[src/hw/issue_pkg.sv]
package issue_pkg;

    // datapath widths
    localparam int XLEN        = 64;   // integer operand width
    localparam int ILEN        = 32;   // instruction width
    localparam int REG_IDX_LEN = 5;    // architectural register index
    localparam int I_IMM       = 12;   // raw immediate width (I, S, and B without bit 0)
    localparam int EU_N        = 4;    // reservation stations fed by the issue stage

    typedef logic [XLEN-1:0]        xlen_t;
    typedef logic [ILEN-1:0]        instr_t;
    typedef logic [REG_IDX_LEN-1:0] reg_idx_t;
    typedef logic [I_IMM-1:0]       imm_t;
    typedef logic [7:0]             eu_ctl_t;       // funct3 plus the funct7 alt bit
    typedef logic [3:0]             except_code_t;
    typedef logic [2:0]             eu_sel_t;
    typedef logic [6:0]             opcode_t;
    typedef logic                   imm_format_t;

    // target units, each code is also the bit index in ex_valid/ex_ready
    localparam eu_sel_t EU_LOAD_BUFFER  = 3'd0;
    localparam eu_sel_t EU_STORE_BUFFER = 3'd1;
    localparam eu_sel_t EU_BRANCH_UNIT  = 3'd2;
    localparam eu_sel_t EU_INT_ALU      = 3'd3;
    localparam eu_sel_t EU_NONE         = 3'd4;   // straight to the ROB

    // how the ALU reads the immediate
    localparam imm_format_t IMM_SEXT  = 1'b0;
    localparam imm_format_t IMM_SHAMT = 1'b1;   // 6-bit shift amount, zero extended

    // mcause values
    localparam except_code_t E_ILLEGAL_INSTR = 4'd2;
    localparam except_code_t E_BREAKPOINT    = 4'd3;
    localparam except_code_t E_ENV_CALL_M    = 4'd11;

    // major opcodes of the supported RV64I subset
    localparam opcode_t OPC_LOAD     = 7'b0000011;
    localparam opcode_t OPC_STORE    = 7'b0100011;
    localparam opcode_t OPC_BRANCH   = 7'b1100011;
    localparam opcode_t OPC_OP_IMM   = 7'b0010011;
    localparam opcode_t OPC_OP       = 7'b0110011;
    localparam opcode_t OPC_MISC_MEM = 7'b0001111;
    localparam opcode_t OPC_SYSTEM   = 7'b1110011;

endpackage

[src/hw/issue_decoder.sv]
`timescale 1ns/100ps

module issue_decoder import issue_pkg::*; (
    input  instr_t       instr_i,
    output reg_idx_t     rs1_idx_o,
    output reg_idx_t     rs2_idx_o,
    output reg_idx_t     rd_idx_o,
    output eu_sel_t      eu_o,             // target reservation station
    output eu_ctl_t      eu_ctl_o,
    output logic         rs1_req_o,
    output logic         rs2_req_o,
    output logic         imm_req_o,        // ALU takes the immediate as rs2
    output imm_format_t  imm_format_o,
    output logic         regstat_upd_o,    // instr writes rd
    output logic         res_ready_o,      // ROB entry ready to commit at once
    output logic         stall_possible_o,
    output logic         except_raised_o,
    output except_code_t except_code_o
);

    opcode_t    opcode;
    logic [2:0] funct3;
    logic       sys_fields_zero;   // rd, funct3 and rs1 all zero

    // fixed RISC-V field positions
    assign opcode    = instr_i[6:0];
    assign funct3    = instr_i[14:12];
    assign rd_idx_o  = instr_i[11:7];
    assign rs1_idx_o = instr_i[19:15];
    assign rs2_idx_o = instr_i[24:20];

    assign sys_fields_zero = (instr_i[19:7] == '0);

    always_comb begin
        // defaults match an illegal instruction
        eu_o             = EU_NONE;
        eu_ctl_o         = '0;
        rs1_req_o        = 1'b0;
        rs2_req_o        = 1'b0;
        imm_req_o        = 1'b0;
        imm_format_o     = IMM_SEXT;
        regstat_upd_o    = 1'b0;
        res_ready_o      = 1'b0;
        stall_possible_o = 1'b1;
        except_raised_o  = 1'b1;
        except_code_o    = E_ILLEGAL_INSTR;

        eu_ctl_o[2:0] = funct3;   // units pick the operation from funct3

        case (opcode)
            OPC_LOAD: begin
                eu_o             = EU_LOAD_BUFFER;
                rs1_req_o        = 1'b1;   // base address
                regstat_upd_o    = 1'b1;
                stall_possible_o = 1'b0;
                except_raised_o  = 1'b0;
            end
            OPC_STORE, OPC_BRANCH: begin
                eu_o             = (opcode == OPC_STORE) ? EU_STORE_BUFFER : EU_BRANCH_UNIT;
                rs1_req_o        = 1'b1;
                rs2_req_o        = 1'b1;   // store data or compare operand
                stall_possible_o = 1'b0;
                except_raised_o  = 1'b0;
            end
            OPC_OP_IMM: begin
                eu_o             = EU_INT_ALU;
                rs1_req_o        = 1'b1;
                imm_req_o        = 1'b1;
                regstat_upd_o    = 1'b1;
                stall_possible_o = 1'b0;
                except_raised_o  = 1'b0;
                if (funct3 == 3'd1 || funct3 == 3'd5) begin
                    imm_format_o = IMM_SHAMT;   // slli, srli, srai
                end
                if (funct3 == 3'd5) begin
                    eu_ctl_o[3] = instr_i[30];  // srai vs srli
                end
            end
            OPC_OP: begin
                eu_o             = EU_INT_ALU;
                rs1_req_o        = 1'b1;
                rs2_req_o        = 1'b1;
                regstat_upd_o    = 1'b1;
                stall_possible_o = 1'b0;
                except_raised_o  = 1'b0;
                eu_ctl_o[3]      = instr_i[30]; // sub / sra
            end
            OPC_MISC_MEM: begin
                res_ready_o     = 1'b1;          // fence commits in order anyway
                except_raised_o = 1'b0;
            end
            OPC_SYSTEM: begin
                if (sys_fields_zero && instr_i[31:20] == 12'h000) begin
                    res_ready_o   = 1'b1;        // ecall
                    except_code_o = E_ENV_CALL_M;
                end else if (sys_fields_zero && instr_i[31:20] == 12'h001) begin
                    res_ready_o   = 1'b1;        // ebreak
                    except_code_o = E_BREAKPOINT;
                end
            end
            default: ;   // keep the illegal defaults
        endcase
    end

endmodule

[src/hw/operand_source_sel.sv]
`timescale 1ns/100ps

module operand_source_sel import issue_pkg::*; #(
    parameter int ROB_IDX_LEN = 4
) (
    input  logic                   req_i,               // operand used by the instr
    input  logic                   busy_i,              // producer still in flight
    input  logic [ROB_IDX_LEN-1:0] rob_idx_i,           // producer ROB entry
    input  xlen_t                  rf_value_i,
    input  logic                   rob_ready_i,         // result already in the ROB
    input  xlen_t                  rob_value_i,
    input  logic                   cdb_valid_i,
    input  logic                   cdb_except_raised_i,
    input  logic [ROB_IDX_LEN-1:0] cdb_rob_idx_i,
    input  xlen_t                  cdb_value_i,
    output logic                   ready_o,
    output xlen_t                  value_o
);

    logic cdb_hit;   // producer broadcasting right now

    assign cdb_hit = cdb_valid_i && !cdb_except_raised_i && (cdb_rob_idx_i == rob_idx_i);

    // priority RF, then ROB, then CDB
    always_comb begin
        ready_o = 1'b0;
        value_o = '0;
        if (req_i) begin
            if (!busy_i) begin
                ready_o = 1'b1;
                value_o = rf_value_i;
            end else if (rob_ready_i) begin
                ready_o = 1'b1;
                value_o = rob_value_i;
            end else if (cdb_hit) begin
                ready_o = 1'b1;
                value_o = cdb_value_i;
            end
            // else the station snoops the CDB later
        end
    end

endmodule

[src/hw/imm_operand_mux.sv]
`timescale 1ns/100ps

module imm_operand_mux import issue_pkg::*; (
    input  instr_t      instr_i,
    input  eu_sel_t     eu_i,
    input  logic        imm_req_i,
    input  imm_format_t imm_format_i,
    input  xlen_t       rs1_value_i,
    input  xlen_t       rs2_value_i,
    output xlen_t       ex_rs1_value_o,
    output xlen_t       ex_rs2_value_o,
    output imm_t        ex_imm_value_o
);

    imm_t  imm_i;
    imm_t  imm_s;
    imm_t  imm_b;      // bits 12..1, bit 0 is always zero
    xlen_t alu_imm;    // immediate as the ALU second operand

    assign imm_i = instr_i[31:20];
    assign imm_s = {instr_i[31:25], instr_i[11:7]};
    assign imm_b = {instr_i[31], instr_i[7], instr_i[30:25], instr_i[11:8]};

    assign alu_imm = (imm_format_i == IMM_SHAMT) ?
                     {{(XLEN-6){1'b0}}, imm_i[5:0]} :
                     {{(XLEN-I_IMM){imm_i[I_IMM-1]}}, imm_i};

    always_comb begin
        ex_rs1_value_o = '0;
        ex_rs2_value_o = '0;
        ex_imm_value_o = '0;
        case (eu_i)
            EU_LOAD_BUFFER: begin
                ex_rs1_value_o = rs1_value_i;   // base
                ex_imm_value_o = imm_i;         // offset
            end
            EU_STORE_BUFFER: begin
                ex_rs1_value_o = rs1_value_i;
                ex_rs2_value_o = rs2_value_i;   // store data
                ex_imm_value_o = imm_s;
            end
            EU_BRANCH_UNIT: begin
                ex_rs1_value_o = rs1_value_i;
                ex_rs2_value_o = rs2_value_i;
                ex_imm_value_o = imm_b;         // pc relative target offset
            end
            EU_INT_ALU: begin
                ex_rs1_value_o = rs1_value_i;
                ex_rs2_value_o = imm_req_i ? alu_imm : rs2_value_i;
            end
            default: ;   // EU_NONE carries no operands
        endcase
    end

endmodule

[src/hw/issue_control.sv]
`timescale 1ns/100ps

module issue_control import issue_pkg::*; (
    input  logic            iq_valid_i,
    input  logic            rob_ready_i,
    input  logic            regstat_ready_i,
    input  logic [EU_N-1:0] ex_ready_i,
    input  eu_sel_t         eu_i,
    input  logic            regstat_upd_i,
    input  logic            iq_except_raised_i,   // from fetch
    input  except_code_t    iq_except_code_i,
    input  logic            id_except_raised_i,   // from the decoder
    input  except_code_t    id_except_code_i,
    input  logic            id_stall_possible_i,
    output logic            iq_ready_o,
    output logic            rob_valid_o,
    output logic [EU_N-1:0] ex_valid_o,
    output logic            regstat_valid_o,
    output logic            except_raised_o,
    output except_code_t    except_code_o,
    output logic            main_cu_stall_o
);

    logic unit_ok;   // selected station can take the instr
    logic issue;

    always_comb begin
        unit_ok = (eu_i == EU_NONE);   // ROB only, no station involved
        for (int i = 0; i < EU_N; i++) begin
            if (eu_i == eu_sel_t'(i)) begin
                unit_ok = ex_ready_i[i];
            end
        end
        issue = iq_valid_i && rob_ready_i && regstat_ready_i && unit_ok;

        ex_valid_o = '0;
        for (int i = 0; i < EU_N; i++) begin
            ex_valid_o[i] = issue && (eu_i == eu_sel_t'(i));   // one-hot
        end
    end

    // queue pops exactly when the ROB allocates
    assign iq_ready_o  = issue;
    assign rob_valid_o = issue;

    // rd is marked busy regardless of back-pressure
    assign regstat_valid_o = iq_valid_i && regstat_upd_i;

    // fetch exception is older, so it wins
    always_comb begin
        except_raised_o = iq_except_raised_i || id_except_raised_i;
        except_code_o   = iq_except_code_i;   // don't care when nothing raised
        if (!iq_except_raised_i && id_except_raised_i) begin
            except_code_o = id_except_code_i;
        end
    end

    assign main_cu_stall_o = id_stall_possible_i || except_raised_o;

endmodule

[src/hw/issue_logic.sv]
`timescale 1ns/100ps

module issue_logic import issue_pkg::*; #(
    parameter int ROB_IDX_LEN = 4
) (
    // issue queue
    input  logic                   iq_valid_i,
    output logic                   iq_ready_o,
    input  xlen_t                  iq_curr_pc_i,
    input  instr_t                 iq_instruction_i,
    input  logic                   iq_except_raised_i,
    input  except_code_t           iq_except_code_i,
    output logic                   main_cu_stall_o,
    // register status
    input  logic                   regstat_ready_i,
    output logic                   regstat_valid_o,
    input  logic                   regstat_rs1_busy_i,
    input  logic [ROB_IDX_LEN-1:0] regstat_rs1_rob_idx_i,
    input  logic                   regstat_rs2_busy_i,
    input  logic [ROB_IDX_LEN-1:0] regstat_rs2_rob_idx_i,
    // register file and register status share the source indices
    input  xlen_t                  rf_rs1_value_i,
    input  xlen_t                  rf_rs2_value_i,
    output reg_idx_t               rs1_idx_o,
    output reg_idx_t               rs2_idx_o,
    output reg_idx_t               rd_idx_o,
    // reservation stations
    input  logic [EU_N-1:0]        ex_ready_i,
    output logic [EU_N-1:0]        ex_valid_o,
    output eu_ctl_t                ex_eu_ctl_o,
    output logic                   ex_rs1_ready_o,
    output logic [ROB_IDX_LEN-1:0] ex_rs1_idx_o,   // entry to snoop when not ready
    output xlen_t                  ex_rs1_value_o,
    output logic                   ex_rs2_ready_o,
    output logic [ROB_IDX_LEN-1:0] ex_rs2_idx_o,
    output xlen_t                  ex_rs2_value_o,
    output imm_t                   ex_imm_value_o,
    // CDB
    input  logic                   cdb_valid_i,
    input  logic                   cdb_except_raised_i,
    input  xlen_t                  cdb_value_i,
    input  logic [ROB_IDX_LEN-1:0] cdb_rob_idx_i,
    // ROB
    input  logic                   rob_ready_i,
    output logic                   rob_valid_o,
    input  logic                   rob_rs1_ready_i,
    input  xlen_t                  rob_rs1_value_i,
    input  logic                   rob_rs2_ready_i,
    input  xlen_t                  rob_rs2_value_i,
    output logic                   rob_except_raised_o,
    output except_code_t           rob_except_code_o,
    output xlen_t                  rob_except_aux_o,
    output logic                   rob_res_ready_o
);

    eu_sel_t      id_eu;
    logic         id_rs1_req, id_rs2_req, id_imm_req;
    imm_format_t  id_imm_format;
    logic         id_regstat_upd;
    logic         id_stall_possible;
    logic         id_except_raised;
    except_code_t id_except_code;
    xlen_t        rs1_value, rs2_value;   // fetched operands before routing

    issue_decoder u_issue_decoder (
        .instr_i          (iq_instruction_i),
        .rs1_idx_o        (rs1_idx_o),
        .rs2_idx_o        (rs2_idx_o),
        .rd_idx_o         (rd_idx_o),
        .eu_o             (id_eu),
        .eu_ctl_o         (ex_eu_ctl_o),
        .rs1_req_o        (id_rs1_req),
        .rs2_req_o        (id_rs2_req),
        .imm_req_o        (id_imm_req),
        .imm_format_o     (id_imm_format),
        .regstat_upd_o    (id_regstat_upd),
        .res_ready_o      (rob_res_ready_o),
        .stall_possible_o (id_stall_possible),
        .except_raised_o  (id_except_raised),
        .except_code_o    (id_except_code)
    );

    operand_source_sel #(.ROB_IDX_LEN(ROB_IDX_LEN)) u_rs1_sel (
        .req_i (id_rs1_req), .busy_i (regstat_rs1_busy_i), .rob_idx_i (regstat_rs1_rob_idx_i),
        .rf_value_i (rf_rs1_value_i),
        .rob_ready_i (rob_rs1_ready_i), .rob_value_i (rob_rs1_value_i),
        .cdb_valid_i (cdb_valid_i), .cdb_except_raised_i (cdb_except_raised_i),
        .cdb_rob_idx_i (cdb_rob_idx_i), .cdb_value_i (cdb_value_i),
        .ready_o (ex_rs1_ready_o), .value_o (rs1_value)
    );

    // an immediate also counts as an rs2 request here
    operand_source_sel #(.ROB_IDX_LEN(ROB_IDX_LEN)) u_rs2_sel (
        .req_i (id_rs2_req || id_imm_req), .busy_i (regstat_rs2_busy_i),
        .rob_idx_i (regstat_rs2_rob_idx_i), .rf_value_i (rf_rs2_value_i),
        .rob_ready_i (rob_rs2_ready_i), .rob_value_i (rob_rs2_value_i),
        .cdb_valid_i (cdb_valid_i), .cdb_except_raised_i (cdb_except_raised_i),
        .cdb_rob_idx_i (cdb_rob_idx_i), .cdb_value_i (cdb_value_i),
        .ready_o (ex_rs2_ready_o), .value_o (rs2_value)
    );

    imm_operand_mux u_imm_operand_mux (
        .instr_i        (iq_instruction_i),
        .eu_i           (id_eu),
        .imm_req_i      (id_imm_req),
        .imm_format_i   (id_imm_format),
        .rs1_value_i    (rs1_value),
        .rs2_value_i    (rs2_value),
        .ex_rs1_value_o (ex_rs1_value_o),
        .ex_rs2_value_o (ex_rs2_value_o),
        .ex_imm_value_o (ex_imm_value_o)
    );

    issue_control u_issue_control (
        .iq_valid_i          (iq_valid_i),
        .rob_ready_i         (rob_ready_i),
        .regstat_ready_i     (regstat_ready_i),
        .ex_ready_i          (ex_ready_i),
        .eu_i                (id_eu),
        .regstat_upd_i       (id_regstat_upd),
        .iq_except_raised_i  (iq_except_raised_i),
        .iq_except_code_i    (iq_except_code_i),
        .id_except_raised_i  (id_except_raised),
        .id_except_code_i    (id_except_code),
        .id_stall_possible_i (id_stall_possible),
        .iq_ready_o          (iq_ready_o),
        .rob_valid_o         (rob_valid_o),
        .ex_valid_o          (ex_valid_o),
        .regstat_valid_o     (regstat_valid_o),
        .except_raised_o     (rob_except_raised_o),
        .except_code_o       (rob_except_code_o),
        .main_cu_stall_o     (main_cu_stall_o)
    );

    // stations snoop the producer entry given by the register status
    assign ex_rs1_idx_o     = regstat_rs1_rob_idx_i;
    assign ex_rs2_idx_o     = regstat_rs2_rob_idx_i;
    assign rob_except_aux_o = iq_curr_pc_i;   // faulting PC

endmodule

[config.mk]
export PLATFORM = sky130hd
export DESIGN_NAME = issue_logic
export DESIGN_NICKNAME = d
export VERILOG_FILES = /design/src/hw/issue_pkg.sv /design/src/hw/issue_decoder.sv /design/src/hw/operand_source_sel.sv /design/src/hw/imm_operand_mux.sv /design/src/hw/issue_control.sv /design/src/hw/issue_logic.sv
export SDC_FILE = /design/constraint.sdc
export NUM_CORES = 1
export LEC_CHECK = 0
export ABC_AREA = 1
export BUFFER_PORTS_ARGS = -buffer_cell sky130_fd_sc_hd__buf_2
export CAP_MARGIN = 20
export CORE_AREA = 4 4 269 271
export DETAILED_ROUTE_END_ITERATION = 12
export DIE_AREA = 0 0 273 275
export MAX_ROUTING_LAYER = met4
export PLACE_DENSITY = 0.37
export SYNTH_ARGS = -nofsm -noshare
export SYNTH_HDL_FRONTEND = slang
export SYNTH_SLANG_ARGS = --single-unit
export TNS_END_PERCENT = 100
[constraint.sdc]
create_clock -name vclk -period 4.7
set_input_delay 0.705 -clock vclk [all_inputs]
set_output_delay 0.705 -clock vclk [all_outputs]
set_load 0.02 [all_outputs]
==> results.tsv <==
metric	value	unit
Metal-1 WL	22500	microns
I/O Pins	697	
largest family of logic cells by synthesized area	simple AND/OR/NAND/NOR gates	
Worst Path Arrival	2880	ps
Avg Cell Area, Syn	5.05	sq um
die height	275	microns
met2 wire len	26300	microns
post-CTS setup buffer count	0	
initial antenna violation count	13	
Slew HR	45.2	%
Setup WS pre-CTS	1090	ps
Synth Area in Simple Gates	47.2	%
MaxCap Viol Count	0	
Final GP Congestion	0.882	
hold_buf cts	0	
Initial Util	8.63	%
multi-input combinational cell area	4430	sq um
most common cell after layout, fill and taps aside	buf_2	
Crit. End Element	primary output	
core area	69800	sq um
drt wl/cell	21.3	microns
status	complete, no violations	
Post-Synth Adder-Cell Area	0	%
IO Port Bufs	565	
num rows	97	
CP top delay family	simple AND/OR/NAND/NOR gates	
Layout Cell Area excl Fill	9160	sq um
layout cells sized above 1	42.0	%
post-synthesis mux area share	0	%
Final nets	2032	
Final HPWL DP	42500	microns
post-synth cell types	34	
post-synthesis sequential area ratio	0	%
WL final	53900	microns
RSZ-0062 raised after global routing	no	
post-layout util	13.1	%
largest cells by area after synthesis	a21oi_1 (16%), nand4_1 (14%), buf_4 (12%), nand2_1 (11%), nor2_1 (8.9%)	
kind of critical path	primary input to primary output	
Vias	9990	
fin. max-slew vios	0	
combinational group share of total power	100.0	%
Die Area	75100	sq um
setup ws final	1110	ps
Clk pwr share	0	%
Tmin final	3590	ps
vias in the first global route	9904	
WP data required	3990	ps
Die Width	273	microns
P_sw	0.000438	W
Residual DRC	0	
leading area contributor after synthesis	a21oi_1	
Worst Hold Class	primary input to primary output	
internal power	0.000227	W
sequential share of power	0	%
CTS resizes	0	
Met3 Wirelength	3620	microns
Synth Warn #	0	
element type at the critical path start	primary input	
drt first-iter violations	490	
XOR/XNOR Fraction of Synth Area	0.582	%
leakage	4.92	nW
max layer used	met4	
Worst-Margin Slew	823	ps
most frequent cells in the layout	buf_2 (561), a21oi_1 (193), nand2_1 (173)	
drt first pass iters	4	
antenna viol nets, final	0	
final hold violations	0	
VDD IR-drop max	0.0415	mV
Net Sw Frac	65.9	%
largest net degree at the start of global routing	66	
GRT Residual Overflow	0	
Synth Cell Area	6020	sq um
setup_tns	0	ps
Seq Cell Count	0	
placed inst area	9140	sq um
Area growth syn-to-layout	52.2	%
WP buf/inv	5	
final setup vio count	0	
fmax	0.279	GHz
crit-path cells	buf_2 > nand2_1 > inv_2 > nand2_2 > nor2_2 > inv_2 > nand2_4 > buf_4 > o21ai_0 > a21oi_1 > buf_2	
Synth top area share	16.0	%
GRT Total Usage	13.4	%
DR vias/cell	3.94	
Register Area	0	sq um
CP peak stage delay	550	ps
PD cells	72.5	nW/um^2
CP max-delay cell	nand2_4	
final period utilization	76.3	%
highest net fanout along the worst path	49	
first-pass GRT wire length	72200	microns
total power	0.000664	W
fillers	8408	
cells after synthesis	1193	
Compound-Gate Fraction of Synth Area	24.8	%
CLK BUF	0	
worst paths after layout:
path,start,end,slack [ps],depth (start not counted)
setup / recovery,iq_instruction_i[1],ex_rs1_value_o[57],1110,11
hold / removal,iq_curr_pc_i[16],rob_except_aux_o[16],1410,0
area by class of cell:
class	count	area share, %
Inverter	115	4.77
Multi-Input combinational cell	879	48.3
Antenna cell	9	0.246
Timing Repair Buffer	590	33.8
Tap cell	940	12.8
stage by stage:
stage | hold WS, ps | instances
2_1_floorplan | 1520 | 1196
3_3_place_gp | 1410 | 2524
3_5_place_dp | 1410 | 2524
4_1_cts | 1410 | 2524
5_1_grt | 1410 | 2533
6_report | 1410 | 2533
layer usage:
| layer | track usage, % | up-vias |
|---|---|---|
| met3 | 2.69 | 86 |
| met5 | - | - |
| met4 | 3.54 | 0 |
| met2 | 23.4 | 513 |
| li1 | - | 4738 |
| met1 | 15.9 | 4653 |
synth_stat cells (9+ instances only):
master,number
o21ai_0,70
buf_6,10
nor2_1,143
or2_2,35
buf_2,16
clkbuf_1,71
buf_4,96
inv_1,108
nand4_1,130
buf_1,9
nand3_2,15
nand3_1,69
a21oi_1,193
nand2_1,173
power by group through the flow:
stage / registers (W) / logic, W / clock network (W)
CTS: 0 / 0.000675 / 0
floorplan: 0 / 0.000391 / 0
global placement: 0 / 0.000672 / 0
global route: 0 / 0.000724 / 0.000000000260
finish: 0 / 0.000664 / 0.000000000260
detailed placement: 0 / 0.000672 / 0
logic make-up (layout without fill, tap and decap cells):
| kind of cell | after synthesis | in the layout |
|---|---|---|
| AO/OA/AOI/OAI | 287 | 287 |
| XOR/XNOR | 4 | 4 |
| buffers and inverters | 317 | 705 |
| other | 1 | 13 |
| AND/OR/NAND/NOR | 584 | 584 |
Power figures use the tool's default switching activity.
